File: src/include/trace_cfg.svh
/*
 * Build-time configuration of the trace buffer
 * Capture width, ring depth and UART bit time
 * Include this file wherever one of these values is needed
 */

`ifndef TRACE_CFG_SVH
`define TRACE_CFG_SVH

// Width in bits of one captured word
`define TRACE_WIDTH_BITS 32

// Ring entries, must be a power of two
// so the read and write pointers can wrap freely
`define TRACE_DEPTH 16

// Clock cycles per UART bit
`define TRACE_BAUD_DIVIDE 4

`endif

File: src/hw/trace_pkg.sv
/*
 * State types shared by the trace buffer blocks
 * Import with a wildcard in the module header where a state type is used
 */

package trace_pkg;

	// Capture side, writes are allowed only while capturing
	typedef enum logic [0:0]
	{
		CAPTURING = 1'b0,
		FROZEN    = 1'b1
	} capture_state_t;

	// Dump sequencer
	typedef enum logic [2:0]
	{
		DUMP_IDLE = 3'd0,
		DUMP_READ = 3'd1,
		DUMP_SEND = 3'd2,
		DUMP_WAIT = 3'd3,
		DUMP_DONE = 3'd4
	} dump_state_t;

	// Serial transmitter, one state per part of the frame
	typedef enum logic [1:0]
	{
		UART_IDLE  = 2'd0,
		UART_START = 2'd1,
		UART_DATA  = 2'd2,
		UART_STOP  = 2'd3
	} uart_state_t;

endpackage

File: src/hw/trace_capture.sv
/*
 * Capture control for the trace ring
 * Writes each strobed word at the write pointer until the trigger
 * On trigger it freezes and hands the oldest address and entry count
 * to the dump sequencer with a one-cycle dump_start pulse
 */

`include "trace_cfg.svh"

module trace_capture import trace_pkg::*; (
	input clk,
	input reset,
	input [`TRACE_WIDTH_BITS-1:0] capture_data,
	input capture_enable,
	input trigger,
	output logic wr_enable,
	output logic [$clog2(`TRACE_DEPTH)-1:0] wr_addr,
	output logic [`TRACE_WIDTH_BITS-1:0] wr_data,
	output logic dump_start,
	output logic [$clog2(`TRACE_DEPTH)-1:0] oldest_addr,
	output logic [$clog2(`TRACE_DEPTH):0] entry_count
);

	localparam int ADDR_WIDTH = $clog2(`TRACE_DEPTH);
	localparam int COUNT_WIDTH = ADDR_WIDTH + 1;

	capture_state_t state;
	logic [ADDR_WIDTH-1:0] write_ptr;
	logic wrapped;
	logic [ADDR_WIDTH-1:0] next_ptr;
	logic next_wrapped;

	// Strobe goes straight to the RAM, also in the trigger cycle
	assign wr_enable = (state == CAPTURING) && capture_enable;
	assign wr_addr = write_ptr;
	assign wr_data = capture_data;

	// Pointer and wrap flag after this cycle's write
	// Used on trigger so a word strobed with the trigger counts
	always_comb
	begin
		next_ptr = write_ptr;
		next_wrapped = wrapped;
		if (wr_enable)
		begin
			next_ptr = write_ptr + 1'b1;
			// Last slot written, ring is full from here on
			if (write_ptr == ADDR_WIDTH'(`TRACE_DEPTH - 1))
				next_wrapped = 1'b1;
		end
	end

	always_ff @(posedge clk or posedge reset)
	begin
		if (reset)
		begin
			state <= CAPTURING;
			write_ptr <= '0;
			wrapped <= 1'b0;
			dump_start <= 1'b0;
			oldest_addr <= '0;
			entry_count <= '0;
		end
		else
		begin
			dump_start <= 1'b0;
			if (state == CAPTURING)
			begin
				write_ptr <= next_ptr;
				wrapped <= next_wrapped;
				if (trigger)
				begin
					state <= FROZEN;
					dump_start <= 1'b1;
					if (next_wrapped)
					begin
						// Full ring, oldest word sits at the next write slot
						oldest_addr <= next_ptr;
						entry_count <= COUNT_WIDTH'(`TRACE_DEPTH);
					end
					else
					begin
						// Partial fill starts at slot zero
						oldest_addr <= '0;
						entry_count <= {1'b0, next_ptr};
					end
				end
			end
			// FROZEN holds everything until reset
		end
	end

endmodule

File: src/hw/trace_dump_seq.sv
/*
 * Dump sequencer
 * Reads the kept entries oldest first and hands each word to the
 * transmitter one byte at a time, least significant byte first
 * dump_done stays high after the last frame until reset
 */

`include "trace_cfg.svh"

module trace_dump_seq import trace_pkg::*; (
	input clk,
	input reset,
	input dump_start,
	input [$clog2(`TRACE_DEPTH)-1:0] oldest_addr,
	input [$clog2(`TRACE_DEPTH):0] entry_count,
	output logic [$clog2(`TRACE_DEPTH)-1:0] rd_addr,
	input [`TRACE_WIDTH_BITS-1:0] rd_data,
	input tx_ready,
	output logic tx_start,
	output logic [7:0] tx_byte,
	output logic dump_done
);

	localparam int ADDR_WIDTH = $clog2(`TRACE_DEPTH);
	localparam int COUNT_WIDTH = ADDR_WIDTH + 1;
	localparam int WORD_BYTES = (`TRACE_WIDTH_BITS + 7) / 8;
	localparam int BYTE_INDEX_WIDTH = (WORD_BYTES > 1) ? $clog2(WORD_BYTES) : 1;

	dump_state_t state;
	logic [COUNT_WIDTH-1:0] entries_left;
	logic [BYTE_INDEX_WIDTH-1:0] byte_index;
	logic [`TRACE_WIDTH_BITS-1:0] word_latch;
	logic [WORD_BYTES*8-1:0] current_word;
	logic frame_clear;

	// First byte of a word comes straight from the RAM output
	// later bytes from the latched copy
	assign current_word = (WORD_BYTES*8)'((byte_index == '0) ? rd_data : word_latch);

	// tx_ready only drops the cycle after tx_start, so ignore it
	// while our own strobe is still out
	assign frame_clear = tx_ready && !tx_start;

	assign dump_done = (state == DUMP_DONE);

	always_ff @(posedge clk or posedge reset)
	begin
		if (reset)
		begin
			state <= DUMP_IDLE;
			entries_left <= '0;
			byte_index <= '0;
			rd_addr <= '0;
			tx_start <= 1'b0;
		end
		else
		begin
			tx_start <= 1'b0;
			case (state)
				DUMP_IDLE:
				begin
					if (dump_start)
					begin
						rd_addr <= oldest_addr;
						entries_left <= entry_count;
						byte_index <= '0;
						// Nothing captured, finish without a frame
						if (entry_count == '0)
							state <= DUMP_DONE;
						else
							state <= DUMP_READ;
					end
				end

				// One cycle of RAM read latency
				DUMP_READ:
					state <= DUMP_SEND;

				DUMP_SEND:
				begin
					if (tx_ready)
					begin
						tx_start <= 1'b1;
						if (byte_index == BYTE_INDEX_WIDTH'(WORD_BYTES - 1))
							byte_index <= '0;
						else
							byte_index <= byte_index + 1'b1;
						state <= DUMP_WAIT;
					end
				end

				DUMP_WAIT:
				begin
					if (frame_clear)
					begin
						// byte_index back at zero means the word is finished
						if (byte_index != '0)
							state <= DUMP_SEND;
						else if (entries_left == COUNT_WIDTH'(1))
							state <= DUMP_DONE;
						else
						begin
							entries_left <= entries_left - 1'b1;
							// Power-of-two depth, address wraps on its own
							rd_addr <= rd_addr + 1'b1;
							state <= DUMP_READ;
						end
					end
				end

				// Stopped until reset
				DUMP_DONE:
					state <= DUMP_DONE;

				default:
					state <= DUMP_IDLE;
			endcase
		end
	end

	// Word copy and outgoing byte
	always_ff @(posedge clk)
	begin
		if (state == DUMP_SEND && tx_ready)
		begin
			if (byte_index == '0)
				word_latch <= rd_data;
			tx_byte <= current_word[byte_index * 8 +: 8];
		end
	end

endmodule

File: src/hw/trace_ram.sv
/*
 * Ring storage for captured words
 * One write port and one read port with a registered output
 * Read data is valid one cycle after the address is presented
 */

`include "trace_cfg.svh"

module trace_ram (
	input clk,
	input wr_enable,
	input [$clog2(`TRACE_DEPTH)-1:0] wr_addr,
	input [`TRACE_WIDTH_BITS-1:0] wr_data,
	input [$clog2(`TRACE_DEPTH)-1:0] rd_addr,
	output logic [`TRACE_WIDTH_BITS-1:0] rd_data
);

	localparam int DEPTH = `TRACE_DEPTH;

	// Storage array, maps onto block RAM
	logic [`TRACE_WIDTH_BITS-1:0] mem [DEPTH];

	// Write port
	always_ff @(posedge clk)
	begin
		if (wr_enable)
			mem[wr_addr] <= wr_data;
	end

	// Read port, always enabled
	// Same address read and write returns the old word
	always_ff @(posedge clk)
	begin
		rd_data <= mem[rd_addr];
	end

endmodule

File: src/hw/trace_top.sv
/*
 * Trace buffer top level
 * Capture control and ring RAM feed the dump sequencer,
 * which drives the UART transmitter
 */

`include "trace_cfg.svh"

module trace_top (
	input clk,
	input reset,
	input [`TRACE_WIDTH_BITS-1:0] capture_data,
	input capture_enable,
	input trigger,
	output logic uart_tx,
	output logic dump_done
);

	// Capture to RAM
	logic wr_enable;
	logic [$clog2(`TRACE_DEPTH)-1:0] wr_addr;
	logic [`TRACE_WIDTH_BITS-1:0] wr_data;

	// Capture to sequencer
	logic dump_start;
	logic [$clog2(`TRACE_DEPTH)-1:0] oldest_addr;
	logic [$clog2(`TRACE_DEPTH):0] entry_count;

	// Sequencer and RAM read port
	logic [$clog2(`TRACE_DEPTH)-1:0] rd_addr;
	logic [`TRACE_WIDTH_BITS-1:0] rd_data;

	// Sequencer to transmitter
	logic tx_ready;
	logic tx_start;
	logic [7:0] tx_byte;

	trace_capture trace_capture_inst (
		.clk(clk),
		.reset(reset),
		.capture_data(capture_data),
		.capture_enable(capture_enable),
		.trigger(trigger),
		.wr_enable(wr_enable),
		.wr_addr(wr_addr),
		.wr_data(wr_data),
		.dump_start(dump_start),
		.oldest_addr(oldest_addr),
		.entry_count(entry_count)
	);

	trace_ram trace_ram_inst (
		.clk(clk),
		.wr_enable(wr_enable),
		.wr_addr(wr_addr),
		.wr_data(wr_data),
		.rd_addr(rd_addr),
		.rd_data(rd_data)
	);

	trace_dump_seq trace_dump_seq_inst (
		.clk(clk),
		.reset(reset),
		.dump_start(dump_start),
		.oldest_addr(oldest_addr),
		.entry_count(entry_count),
		.rd_addr(rd_addr),
		.rd_data(rd_data),
		.tx_ready(tx_ready),
		.tx_start(tx_start),
		.tx_byte(tx_byte),
		.dump_done(dump_done)
	);

	uart_tx uart_tx_inst (
		.clk(clk),
		.reset(reset),
		.tx_start(tx_start),
		.tx_byte(tx_byte),
		.tx_ready(tx_ready),
		.uart_tx(uart_tx)
	);

endmodule

File: src/hw/uart_tx.sv
/*
 * UART transmitter, 8N1, fixed baud divisor
 * A one-cycle tx_start in idle loads tx_byte and sends one frame
 * tx_ready is high only while idle
 */

`include "trace_cfg.svh"

module uart_tx import trace_pkg::*; (
	input clk,
	input reset,
	input tx_start,
	input [7:0] tx_byte,
	output logic tx_ready,
	output logic uart_tx
);

	localparam int BAUD_WIDTH = (`TRACE_BAUD_DIVIDE > 1) ? $clog2(`TRACE_BAUD_DIVIDE) : 1;

	uart_state_t state;
	logic [BAUD_WIDTH-1:0] baud_count;
	logic [2:0] bit_count;
	logic [7:0] shift_reg;
	logic bit_end;

	// Last clock of the current bit time
	assign bit_end = (baud_count == BAUD_WIDTH'(`TRACE_BAUD_DIVIDE - 1));

	assign tx_ready = (state == UART_IDLE);

	always_ff @(posedge clk or posedge reset)
	begin
		if (reset)
		begin
			state <= UART_IDLE;
			baud_count <= '0;
			bit_count <= '0;
			// Line idles high
			uart_tx <= 1'b1;
		end
		else
		begin
			// Bit timer runs in every state but idle
			if (state == UART_IDLE || bit_end)
				baud_count <= '0;
			else
				baud_count <= baud_count + 1'b1;

			case (state)
				UART_IDLE:
				begin
					if (tx_start)
					begin
						uart_tx <= 1'b0;
						state <= UART_START;
					end
				end

				UART_START:
				begin
					if (bit_end)
					begin
						// Data goes out LSB first
						uart_tx <= shift_reg[0];
						bit_count <= '0;
						state <= UART_DATA;
					end
				end

				UART_DATA:
				begin
					if (bit_end)
					begin
						if (bit_count == 3'd7)
						begin
							uart_tx <= 1'b1;
							state <= UART_STOP;
						end
						else
						begin
							// shift_reg moves on this same edge
							uart_tx <= shift_reg[1];
							bit_count <= bit_count + 1'b1;
						end
					end
				end

				UART_STOP:
				begin
					if (bit_end)
						state <= UART_IDLE;
				end
			endcase
		end
	end

	// Payload shifter
	always_ff @(posedge clk)
	begin
		if (state == UART_IDLE && tx_start)
			shift_reg <= tx_byte;
		else if (state == UART_DATA && bit_end)
			shift_reg <= shift_reg >> 1;
	end

endmodule

File: config.mk
export PLATFORM = sky130hd
export DESIGN_NAME = trace_top
export DESIGN_NICKNAME = d
export VERILOG_FILES = /design/src/hw/trace_pkg.sv /design/src/hw/trace_capture.sv /design/src/hw/trace_dump_seq.sv /design/src/hw/trace_ram.sv /design/src/hw/trace_top.sv /design/src/hw/uart_tx.sv
export VERILOG_INCLUDE_DIRS = /design/src /design/src/include
export SDC_FILE = /design/constraint.sdc
export NUM_CORES = 1
export LEC_CHECK = 0
export ABC_CLOCK_PERIOD_IN_PS = 12700
export BUFFER_PORTS_ARGS = -buffer_cell sky130_fd_sc_hd__buf_2
export CORE_AREA = 2 2 255 257
export CTS_CLUSTER_DIAMETER = 150
export CTS_CLUSTER_SIZE = 8
export DETAILED_ROUTE_END_ITERATION = 10
export DIE_AREA = 0 0 257 259
export PLACE_DENSITY = 0.61
export SLEW_MARGIN = 15
export SYNTH_ARGS = -nofsm -noshare
export SYNTH_HDL_FRONTEND = slang
export SYNTH_SLANG_ARGS = --single-unit
File: constraint.sdc
create_clock -name clk -period 12.7 [get_ports clk]
set_clock_uncertainty 0.2 [all_clocks]
set_input_delay 1.27 -clock clk [delete_from_list [all_inputs] [get_ports clk]]
set_output_delay 1.27 -clock clk [all_outputs]
set_load 0.02 [all_outputs]
# ---- Yosys cells after proc, flatten, opt, wreduce, memory -nomap -nowiden
# Memories as Yosys holds them, arrays and structs flattened. A register that Yosys moved wholly into a read port is not among the register bits.
# Cells that the tools add are included.
dict set report word_totals {
  ff_bits 87
  ram_bits 512
  inputBits 36
  out_inout_bits 2
  word_cells 126
  mem_count 1
}
dict set report classes {
  add_sub_neg 6
  n_eq_ne 23
  n_shift 1
  mux 52
  bitwise 1
  reduce_logical 24
}
# memory depth width read_ports rd_ports_with_merged_regs write_ports line
set memory_table {}
lappend memory_table {trace_ram_inst.mem 16 32 1 1 1 trace_ram.sv:21} ;# logic [`TRACE_WIDTH_BITS-1:0] mem [DEPTH];
# cell count
set op_table {}
lappend op_table {{32-bit two-way mux} 1}
lappend op_table {{32-bit by 6-bit variable part select with 8-bit output} 1}
lappend op_table {{3-bit two-way mux} 9}
lappend op_table {{5-bit two-way mux} 5}
lappend op_table {{4-bit two-way mux} 6}
lappend op_table {{2-bit two-way mux} 9}
lappend op_table {{8-bit two-way mux} 2}
lappend op_table {{3-bit case mux with 5 select lines} 1}
lappend op_table {{1-bit two-way mux} 13}
lappend op_table {{2-bit by 1-bit != test with 1-bit output (second input constant)} 6}
lappend op_table {{2-bit != test (second input constant)} 5}
lappend op_table {{5-bit case mux with 2 select lines} 1}
lappend op_table {{5-bit AND reduction} 2}
lappend op_table {{2-bit nonzero test} 5}
lappend op_table {{4-bit by 1-bit adder with 4-bit output (second input constant)} 2}
lappend op_table {{2-bit == test (second input constant)} 4}
lappend op_table {{2-bit case mux with 4 select lines} 1}
lappend op_table {{4-bit case mux with 2 select lines} 1}
lappend op_table {{4-bit AND reduction} 2}
lappend op_table {{3-bit by 2-bit == test with 1-bit output (second input constant)} 2}
lappend op_table {{3-bit == test (second input constant)} 2}
lappend op_table {{3-bit case mux with 2 select lines} 1}
lappend op_table {{3-bit AND reduction} 2}
lappend op_table {{5-bit by 1-bit == test with 1-bit output (second input constant)} 1}
lappend op_table {{17 further kinds} 23}

# ---- Logic depth before layout (Yosys ltp)
# Gate-level depths: netlist (run 1).
dict set report logic_depth {
  word_depth 5
  mapped_depth 9
  depth_no_buf 6
}

# ---- Modules after synthesis
# Synthesis (run 1) repeated with hierarchy kept, for this count alone.
dict set report hier_totals {
  hier_cells 1183
  hier_area_um2 24348.4
}
# mod instances cells_per_inst area_per_inst_um2 seq_area_each_um2
set by_module_without_submodules {}
lappend by_module_without_submodules {trace_ram 1 838 19835.3 16015.4}
lappend by_module_without_submodules {trace_dump_seq 1 196 2753.9 1576.5}
lappend by_module_without_submodules {trace_capture 1 82 882.1 400.4}
lappend by_module_without_submodules {uart_tx 1 67 877.1 441.7}

# ---- Least setup slack after synthesis (run 1)
# Ideal clock, no wire load.
dict set report synth_timing {
  path_kind {input to register}
  from {input port capture_enable}
  to {memory trace_ram_inst.mem[2][0] (netlist bit), enable pin}
  setup_ns 0.502
  arrival_time_ns 4.387
  t_required_ns 11.998
  setup_slack_ns 7.612
  path_stages 2
  path_buffers 0
  path_cell_list {nand2_1 > nor4_1}
}
dict set report synth_via {
  elab_chain_cells 3
}
# item line
set synth_rtl {}
lappend synth_rtl {{from (decl)} trace_top.sv:13} ;# input capture_enable,
lappend synth_rtl {{1-bit logical AND} trace_capture.sv:34} ;# assign wr_enable = (state == CAPTURING) && capture_enable;
lappend synth_rtl {{1-bit two-way mux} trace_ram.sv:26} ;# if (wr_enable)
lappend synth_rtl {{1-bit two-way mux (not written as such)} trace_ram.sv:27} ;# mem[wr_addr] <= wr_data;
lappend synth_rtl {{to (decl)} trace_ram.sv:21}
# No other way between the ends.

# ---- Worst setup path after layout (run 1)
dict set report layout_timing {
  from {register trace_dump_seq_inst.byte_index[0]}
  to {register trace_dump_seq_inst.tx_byte[7] (data pin)}
}
dict set report layout_via {
  elab_chain_cells 3
}
# item line
set layout_rtl {}
lappend layout_rtl {{from (decl)} trace_dump_seq.sv:31} ;# logic [BYTE_INDEX_WIDTH-1:0] byte_index;
lappend layout_rtl {{from (signal assigned)} trace_dump_seq.sv:87} ;# byte_index <= byte_index + 1'b1;
lappend layout_rtl {{2-bit logical NOT} trace_dump_seq.sv:38} ;# assign current_word = (WORD_BYTES*8)'((byte_index == '0) ? rd_data : word_latch);
lappend layout_rtl {{32-bit two-way mux} trace_dump_seq.sv:38}
lappend layout_rtl {{via trace_dump_seq_inst.current_word[15]} trace_dump_seq.sv:33} ;# logic [WORD_BYTES*8-1:0] current_word;
lappend layout_rtl {{32-bit by 6-bit variable part select with 8-bit output} trace_dump_seq.sv:128} ;# tx_byte <= current_word[byte_index * 8 +: 8];
lappend layout_rtl {{to (signal assigned)} trace_dump_seq.sv:128}
lappend layout_rtl {{to (decl)} trace_dump_seq.sv:20} ;# output logic [7:0] tx_byte,
# The timed path passes the listed nets, and every way through them passes these cells.
# A chain may end at the register's enable or synchronous reset.

==> results of run 1 <==
[per-stage QoR]
stage / utilization / power (W) / cells / hold slack [ns]
floorplan: - / 0.00258 / 1152 / 0.208
global placement: 0.397 / 0.00266 / 2011 / 0.220
detailed placement: 0.397 / 0.00267 / 2011 / 0.229
CTS: 0.437 / 0.00485 / 2169 / 0.238
global route: 0.437 / 0.00496 / 2169 / 0.265
finish: 0.437 / 0.00480 / 2169 / 0.242
[Yosys cell counts, drive strengths merged, types with 5 or more instances]
library cell and number:
nor2 26, clkbuf 29, nand2 54, nor3 12
dfrtp 38, mux4 136, a22oi 64, a22o 9
nor2b 5, dfxtp 32, nand3 5, o21ai 17
mux2 42, edfxtp 560, ha 16, a21oi 9
buf 30, inv 14
[where the power goes]
part,internal [W],switching (W),total [W]
combinational,0.000141,0.000159,0.000300
sequential,0.00230,0.0000271,0.00233
clock,0.00131,0.000856,0.00217
[worst register-to-register path, stage by stage (launching register included)]
cell     delay, ns
dfrtp_1       0.59
inv_1         0.24
ha_1          0.72
buf_4         0.42
mux2_2        0.40
mux4_2        0.47
[layout make-up]
cell class              count  area [sq um]
fillers                  5409         35900
flip-flops and latches    631         18400
multi-input cells         447          5400
clock buffers             152          2460
well taps                 855          1070
repair buffers             63           380
clock inverters             6           125
inverters                  15          56.3
[per-layer routing]
layer | part of all wire | global-route usage | vias to the layer above
li1 | - | - | 4945
met1 | 0.44 | 0.216 | 6065
met2 | 0.49 | 0.250 | 304
met3 | 0.047 | 0.0268 | 79
met4 | 0.022 | 0.0530 | 0
met5 | 0 | 0 | -
[kinds of logic (layout without fill, tap and decap cells)]
family | after synthesis | after routing | share of synthesized area
and+or+nand+nor | 133 | 133 | 0.0272
AOI/OAI and AO/OA | 115 | 115 | 0.0344
muxes | 180 | 180 | 0.148
xor gates and xnor gates | 3 | 3 | 0.00109
adders and majority gates | 16 | 16 | 0.00832
DFF | 631 | 631 | 0.766
buffers and inverters | 74 | 236 | 0.0152
[worst min-delay path by stage]
stage | start | to | slack, ns | depth (start not counted)
final | uart_tx_inst.baud_count[0]$_DFF_PP0_ | uart_tx_inst.baud_count[0]$_DFF_PP0_ | 0.24 | 1
after detailed placement | uart_tx_inst.baud_count[0]$_DFF_PP0_ | uart_tx_inst.baud_count[0]$_DFF_PP0_ | 0.23 | 1
after floorplan | uart_tx_inst.baud_count[0]$_DFF_PP0_ | uart_tx_inst.baud_count[0]$_DFF_PP0_ | 0.21 | 1
after global placement | uart_tx_inst.baud_count[0]$_DFF_PP0_ | uart_tx_inst.baud_count[0]$_DFF_PP0_ | 0.22 | 1
after CTS | uart_tx_inst.baud_count[0]$_DFF_PP0_ | uart_tx_inst.baud_count[0]$_DFF_PP0_ | 0.24 | 1
after global routing | uart_tx_inst.baud_count[0]$_DFF_PP0_ | uart_tx_inst.baud_count[0]$_DFF_PP0_ | 0.27 | 1
==> results.md, run 1 <==
- Antenna-violating nets left: 0
- P&R area growth vs syn: 16.1%
- Crit path buf inv count: 2
- Die W: 257 um
- Critical Path AT: around 3.5 ns
- Number of iterations in the first detailed-routing pass: 5
- Leak: ~8.9 nW
- Max cap viols: 0
- Post-Syn Nets: approximately 1200
- Power per cell area: roughly 170 nW/um^2
- Total grt overflow: 0
- Gr usage total: 0.156
- CP Capture Type: register
- Crit path from: trace_dump_seq_inst.byte_index[0]$_DFFE_PP0P_
- Number of vias per cell: between 5 and 6
- Asr flop ratio synth: 0.0618
- Core area: between 60000 and 70000 sq um
- CP delay by family, top: multiplexers
- Routed WL: between 50000 and 60000 um
- HP Class: register to register
- Register area share after synthesis: 0.766
- Worst path depth: 5
- Final setup fails: 0
- Effective utilization at floorplan: 0.377
- Status: finished clean
- TritonCTS sink count: roughly 630
- Final #Nets: 1298
- RSZ-0062 raised after global routing: false
- Clock Latency Late Sink: approximately 0.64 ns
- Chip height: around 260 um
- Max incr delay on CP: about 0.72 ns
- Crit Path Category: register to register
- Commonest cells after routing, fill and taps aside: edfxtp_1, mux4_2, clkbuf_16
- Total I/O pin count: 38
- Top flop regs: trace_ram_inst.mem (512), trace_dump_seq_inst.word_latch (32), trace_ram_inst.rd_data (32)
- Worst Slack Setup Final: between 9 and 10 ns
- CP Max Fanout: 19
- Synthesized area: around 24000 sq um
- CP Cell Sequence: inv_1 > ha_1 > buf_4 > mux2_2 > mux4_2
- Final hold violation count: 0
- Largest register FFs: 512
- Via count: between 10000 and 15000
- Slew HR: 0.285
- Hold_buf cts: 0
- Cell row count: 93
- Worst-path clk slew: around 0.050 ns
- 1st-iter DRT viols: 987
- Largest area contributor in the netlist: edfxtp_1
- Final Cycle Share: 0.259
- Drt drc: 0
- Ys Warns: 0
- Gpl congestion: between 0.7 and 0.8
- R2R Setup Slk: 9.41 ns
- Post-DP HPWL: 27900 um
- Reg-to-Reg End: trace_dump_seq_inst.tx_byte[7]$_DFFE_PP_
- # port buffers: 37
- Peak supply drop: roughly 0.096 mV
- Synth unique cells: 56
- Worst Reg-to-Reg Cells: 5
- Vias in the first global route: approximately 12000
- Slowest CP cell: ha_1
- Commonest register cell after synthesis: edfxtp_1
- Synth area leaders: edfxtp_1, mux4_2, dfrtp_1, dfxtp_1, a22oi_1
- Synthesized flop and latch total: around 630
- CTS tree: built
- Wire length of the first global-routing pass: ~78000 um
- Cells after Synth: about 1200
- Required @ worst endpoint: ~13 ns
- Yosys top cell area share: 0.699
- Post-place setup slack: between 9 and 10 ns
- Initial antenna violation count: 2
- Largest net degree at the start of global routing: 60
- Placed cell area: about 25000 sq um
- Critical Path End: trace_dump_seq_inst.tx_byte[7]$_DFFE_PP_
- Longest Clk Path Bufs: 3
- Post-layout instance area: around 28000 sq um
- Clock root cell: clkbuf_16
- Largest reg by FF count: trace_ram_inst.mem
- Final setup TNS: 0 ns
- Post-Syn Area per Cell: around 21 sq um
- Share of cells above drive strength 1: 0.273
- Setup crit start kind: register
- Wire per inst: 23.5 um
- N_diodes: 0
- H-tree depth: 3
- Min Clock Period, post-route: around 3.3 ns
- Origin of the critical flop-to-flop path: trace_dump_seq_inst.byte_index[0]$_DFFE_PP0P_
- Number of flops mapped to enable cells by yosys: 560
- Most common cell after layout, fill and taps aside: edfxtp_1
- Post-CTS setup buffer count: 0
- Post_cts resized: 0
- Worst Tran Pin Value: 1.07 ns
- Die area: 66600 sq um
- FMAX: between 300 and 400 MHz
- CTS buffer count: just under 90
- Pins over their slew limit: 0
No activity file was read; power rests on OpenSTA's default activity.
==> run 2, diff against run 1 <==
ABC_CLOCK_PERIOD_IN_PS = 2900   (was 12700)
PLACE_DENSITY = 0.63   (was 0.61)
clock period = 2.9 ns   (was 12.7 ns; I/O delays follow)
==> run 2 against run 1 <==
First-iteration DRC count increased by 12%. Clock-buffer cell count is 1 lower. Register-to-register slack lost 8.9 ns. Largest cell class unchanged.
==> results.md, run 2 (same netlist as run 1, synthesis figures left out) <==
- Status: finished clean
- Power per cell area: 727 nW/um^2 (+320%)
- Total grt overflow: 0 (unchanged)
- Core area: 63900 sq um (unchanged)
- Worst-path clk slew: 0.06 ns (about the same)
- Die area: 66600 sq um (unchanged)
- RSZ-0062 raised after global routing: false
- Routed WL: 53000 um (+4.0%)
- Slew HR: 0.440 (+0.155)
- Gpl congestion: 0.748 (+2.4%)
- Number of iterations in the first detailed-routing pass: 5 (unchanged)
- Multi-input logic area: 5400 sq um (about the same)
- Critical Path AT: 2.50 ns (-0.97 ns)
- Final #Nets: 1366 (+5.2%)
- Total I/O pin count: 38 (unchanged)
- Share of cells above drive strength 1: 0.283 (+0.0100)
- Max cap viols: 0 (unchanged)
- Cell row count: 93 (unchanged)
- TritonCTS sink count: 631 (unchanged)
- Required @ worst endpoint: 3.04 ns (-9.84 ns)
- Leak: 9.26 nW (+4.2%)
- Wire length of the first global-routing pass: 79700 um (+2.8%)
- Die W: 257 um (unchanged)
- Via count: 11800 (+3.1%)
- Worst Slack Setup Final: 0.540 ns (-8.87 ns)
- Post-place setup slack: 0.557 ns (-8.78 ns)
- Min Clock Period, post-route: 2.36 ns (-0.930 ns)
- Clock Latency Late Sink: 0.62 ns (-0.02 ns)
- Worst path depth: 5 (unchanged)
- Commonest cells after routing, fill and taps aside: edfxtp_1, mux4_2, clkbuf_16
- # port buffers: 37 (unchanged)
- Slowest CP cell: mux4_2
- Max incr delay on CP: 0.47 ns (-0.25 ns)
- Fillers: 5374 (-0.65%)
- P&R area growth vs syn: 19.7%
- CP Capture Type: register
- Largest register FFs: 512 (unchanged)
- CTS tree: built
- Pins over their slew limit: 0 (unchanged)
- Top flop regs: trace_ram_inst.mem (512), trace_dump_seq_inst.word_latch (32), trace_ram_inst.rd_data (32)
- Final setup fails: 0 (unchanged)
- CP Max Fanout: 23 (+4)
- CP delay by family, top: multiplexers
- Crit Path Category: register to register
- CP Cell Sequence: inv_1 > ha_1 > buf_4 > mux2_2 > mux4_2
- Worst Reg-to-Reg Cells: 5 (unchanged)
- Origin of the critical flop-to-flop path: trace_dump_seq_inst.byte_index[0]$_DFFE_PP0P_
- Largest reg by FF count: trace_ram_inst.mem
- Initial antenna violation count: 2 (unchanged)
- Chip height: 259 um (unchanged)
- HP Class: primary input to async pin
- Final hold violation count: 0 (unchanged)
- Longest Clk Path Bufs: 3 (unchanged)
- Crit path from: trace_dump_seq_inst.byte_index[0]$_DFFE_PP0P_
- Wire per inst: 23.7 um (+0.97%)
- Critical Path End: trace_dump_seq_inst.tx_byte[4]$_DFFE_PP_
- H-tree depth: 3 (unchanged)
- CTS buffer count: 88 (unchanged)
- Clock root cell: clkbuf_16
- Vias in the first global route: 12300 (+1.8%)
- Setup crit start kind: register
- Post-CTS setup buffer count: 0 (unchanged)
- Post-layout util: 0.451 (+0.0135)
- Drt drc: 0 (unchanged)
- Post-layout instance area: 28800 sq um (+3.1%)
- Worst Tran Pin Value: 0.838 ns (-0.235 ns)
- Post-DP HPWL: 28900 um (+3.4%)
- Peak supply drop: 0.436 mV (+350%)
- Most common cell after layout, fill and taps aside: edfxtp_1
- FMAX: 424 MHz (+39%)
- Largest net degree at the start of global routing: 54 (-10%)
- Crit path buf inv count: 2 (unchanged)
- 1st-iter DRT viols: 1106 (+12%)
- Sequential Area: 18400 sq um (unchanged)
- Effective utilization at floorplan: 0.377 (unchanged)
- Tot Pwr: 0.0209 W (+340%)
- Post_cts resized: 0 (unchanged)
- Reg-to-Reg End: trace_dump_seq_inst.tx_byte[4]$_DFFE_PP_
- Final Cycle Share: 0.814 (+0.555)
- Number of vias per cell: 5.26 (+0.19%)
- Gr usage total: 0.161 (+0.00563)
- R2R Setup Slk: 0.54 ns (-8.87 ns)
- Antenna-violating nets left: 0 (unchanged)
- Placed cell area: 25900 sq um (+2.2%)
-- run 2: changes by cell type in the layout (fill, tap and decap cells not counted), moves of 2 or more --
cell | before | now
buf_12 | 0 | 25
buf_4 | 26 | 34
clkbuf_1 | 63 | 60
clkbuf_16 | 89 | 91
clkinv_16 | 2 | 0
dlygate4sd3_1 | 0 | 35
inv_16 | 2 | 0
-- run 2: how the worst min path moves through the flow --
stage | start | to
after detailed placement | uart_tx_inst.baud_count[0]$_DFF_PP0_ | uart_tx_inst.baud_count[0]$_DFF_PP0_
after CTS | reset | trace_dump_seq_inst.rd_addr[0]$_DFFE_PP0P_
after floorplan | capture_data[0] | trace_ram_inst.mem[0][0]$_DFFE_PP_
final | reset | trace_dump_seq_inst.entries_left[1]$_DFFE_PP0P_
after global routing | reset | trace_dump_seq_inst.entries_left[1]$_DFFE_PP0P_
after global placement | uart_tx_inst.baud_count[0]$_DFF_PP0_ | uart_tx_inst.baud_count[0]$_DFF_PP0_
-- run 2: cell type report --
class / instances / area share
diodes: 1 / 0.0000869
clock buffers: 151 / 0.0869
clock inverters: 2 / 0.00113
inverters: 15 / 0.00195
multi-input cells: 447 / 0.188
flip-flops and latches: 631 / 0.640
well taps: 855 / 0.0371
repair buffers: 131 / 0.0448
-- run 2: where the power goes --
| part | switching [W] | internal, W |
|---|---|---|
| Sequential | 0.0000865 | 0.0101 |
| Combinational | 0.000700 | 0.000668 |
| Clock | 0.00362 | 0.00578 |
| Total | 0.00440 | 0.0165 |
-- run 2: what timing repair did --
action | CTS | global route
hold buffers | 35 | 0
endpoints found under the hold margin | 553 | 0
setup endpoints to repair | 0 | 0
-- run 2: worst reg2reg max path, delay by kind of cell (launching register included) --
family,cells,cell delay [ns]
muxes,2,0.86
adders and majority gates,1,0.20
buffers and inverters,2,0.45
DFF,1,0.37
-- run 2: metrics by stage --
stage               instances  setup TNS [ns]  hold slack [ns]
global placement         2044               0            0.220
global route             2233               0            0.227
floorplan                1152         -125.57            0.189
CTS                      2232               0            0.165
detailed placement       2044               0            0.226
finish                   2233               0            0.158
-- run 2: routing by layer --
| layer | vias up | track usage | wire length, um |
|---|---|---|---|
| met2 | 351 | 0.260 | 25700 |
| met5 | - | 0 | 11 |
| met1 | 6238 | 0.225 | 23100 |
| met4 | 2 | 0.0509 | 1100 |
| met3 | 74 | 0.0291 | 3120 |
| li1 | 5086 | - | - |
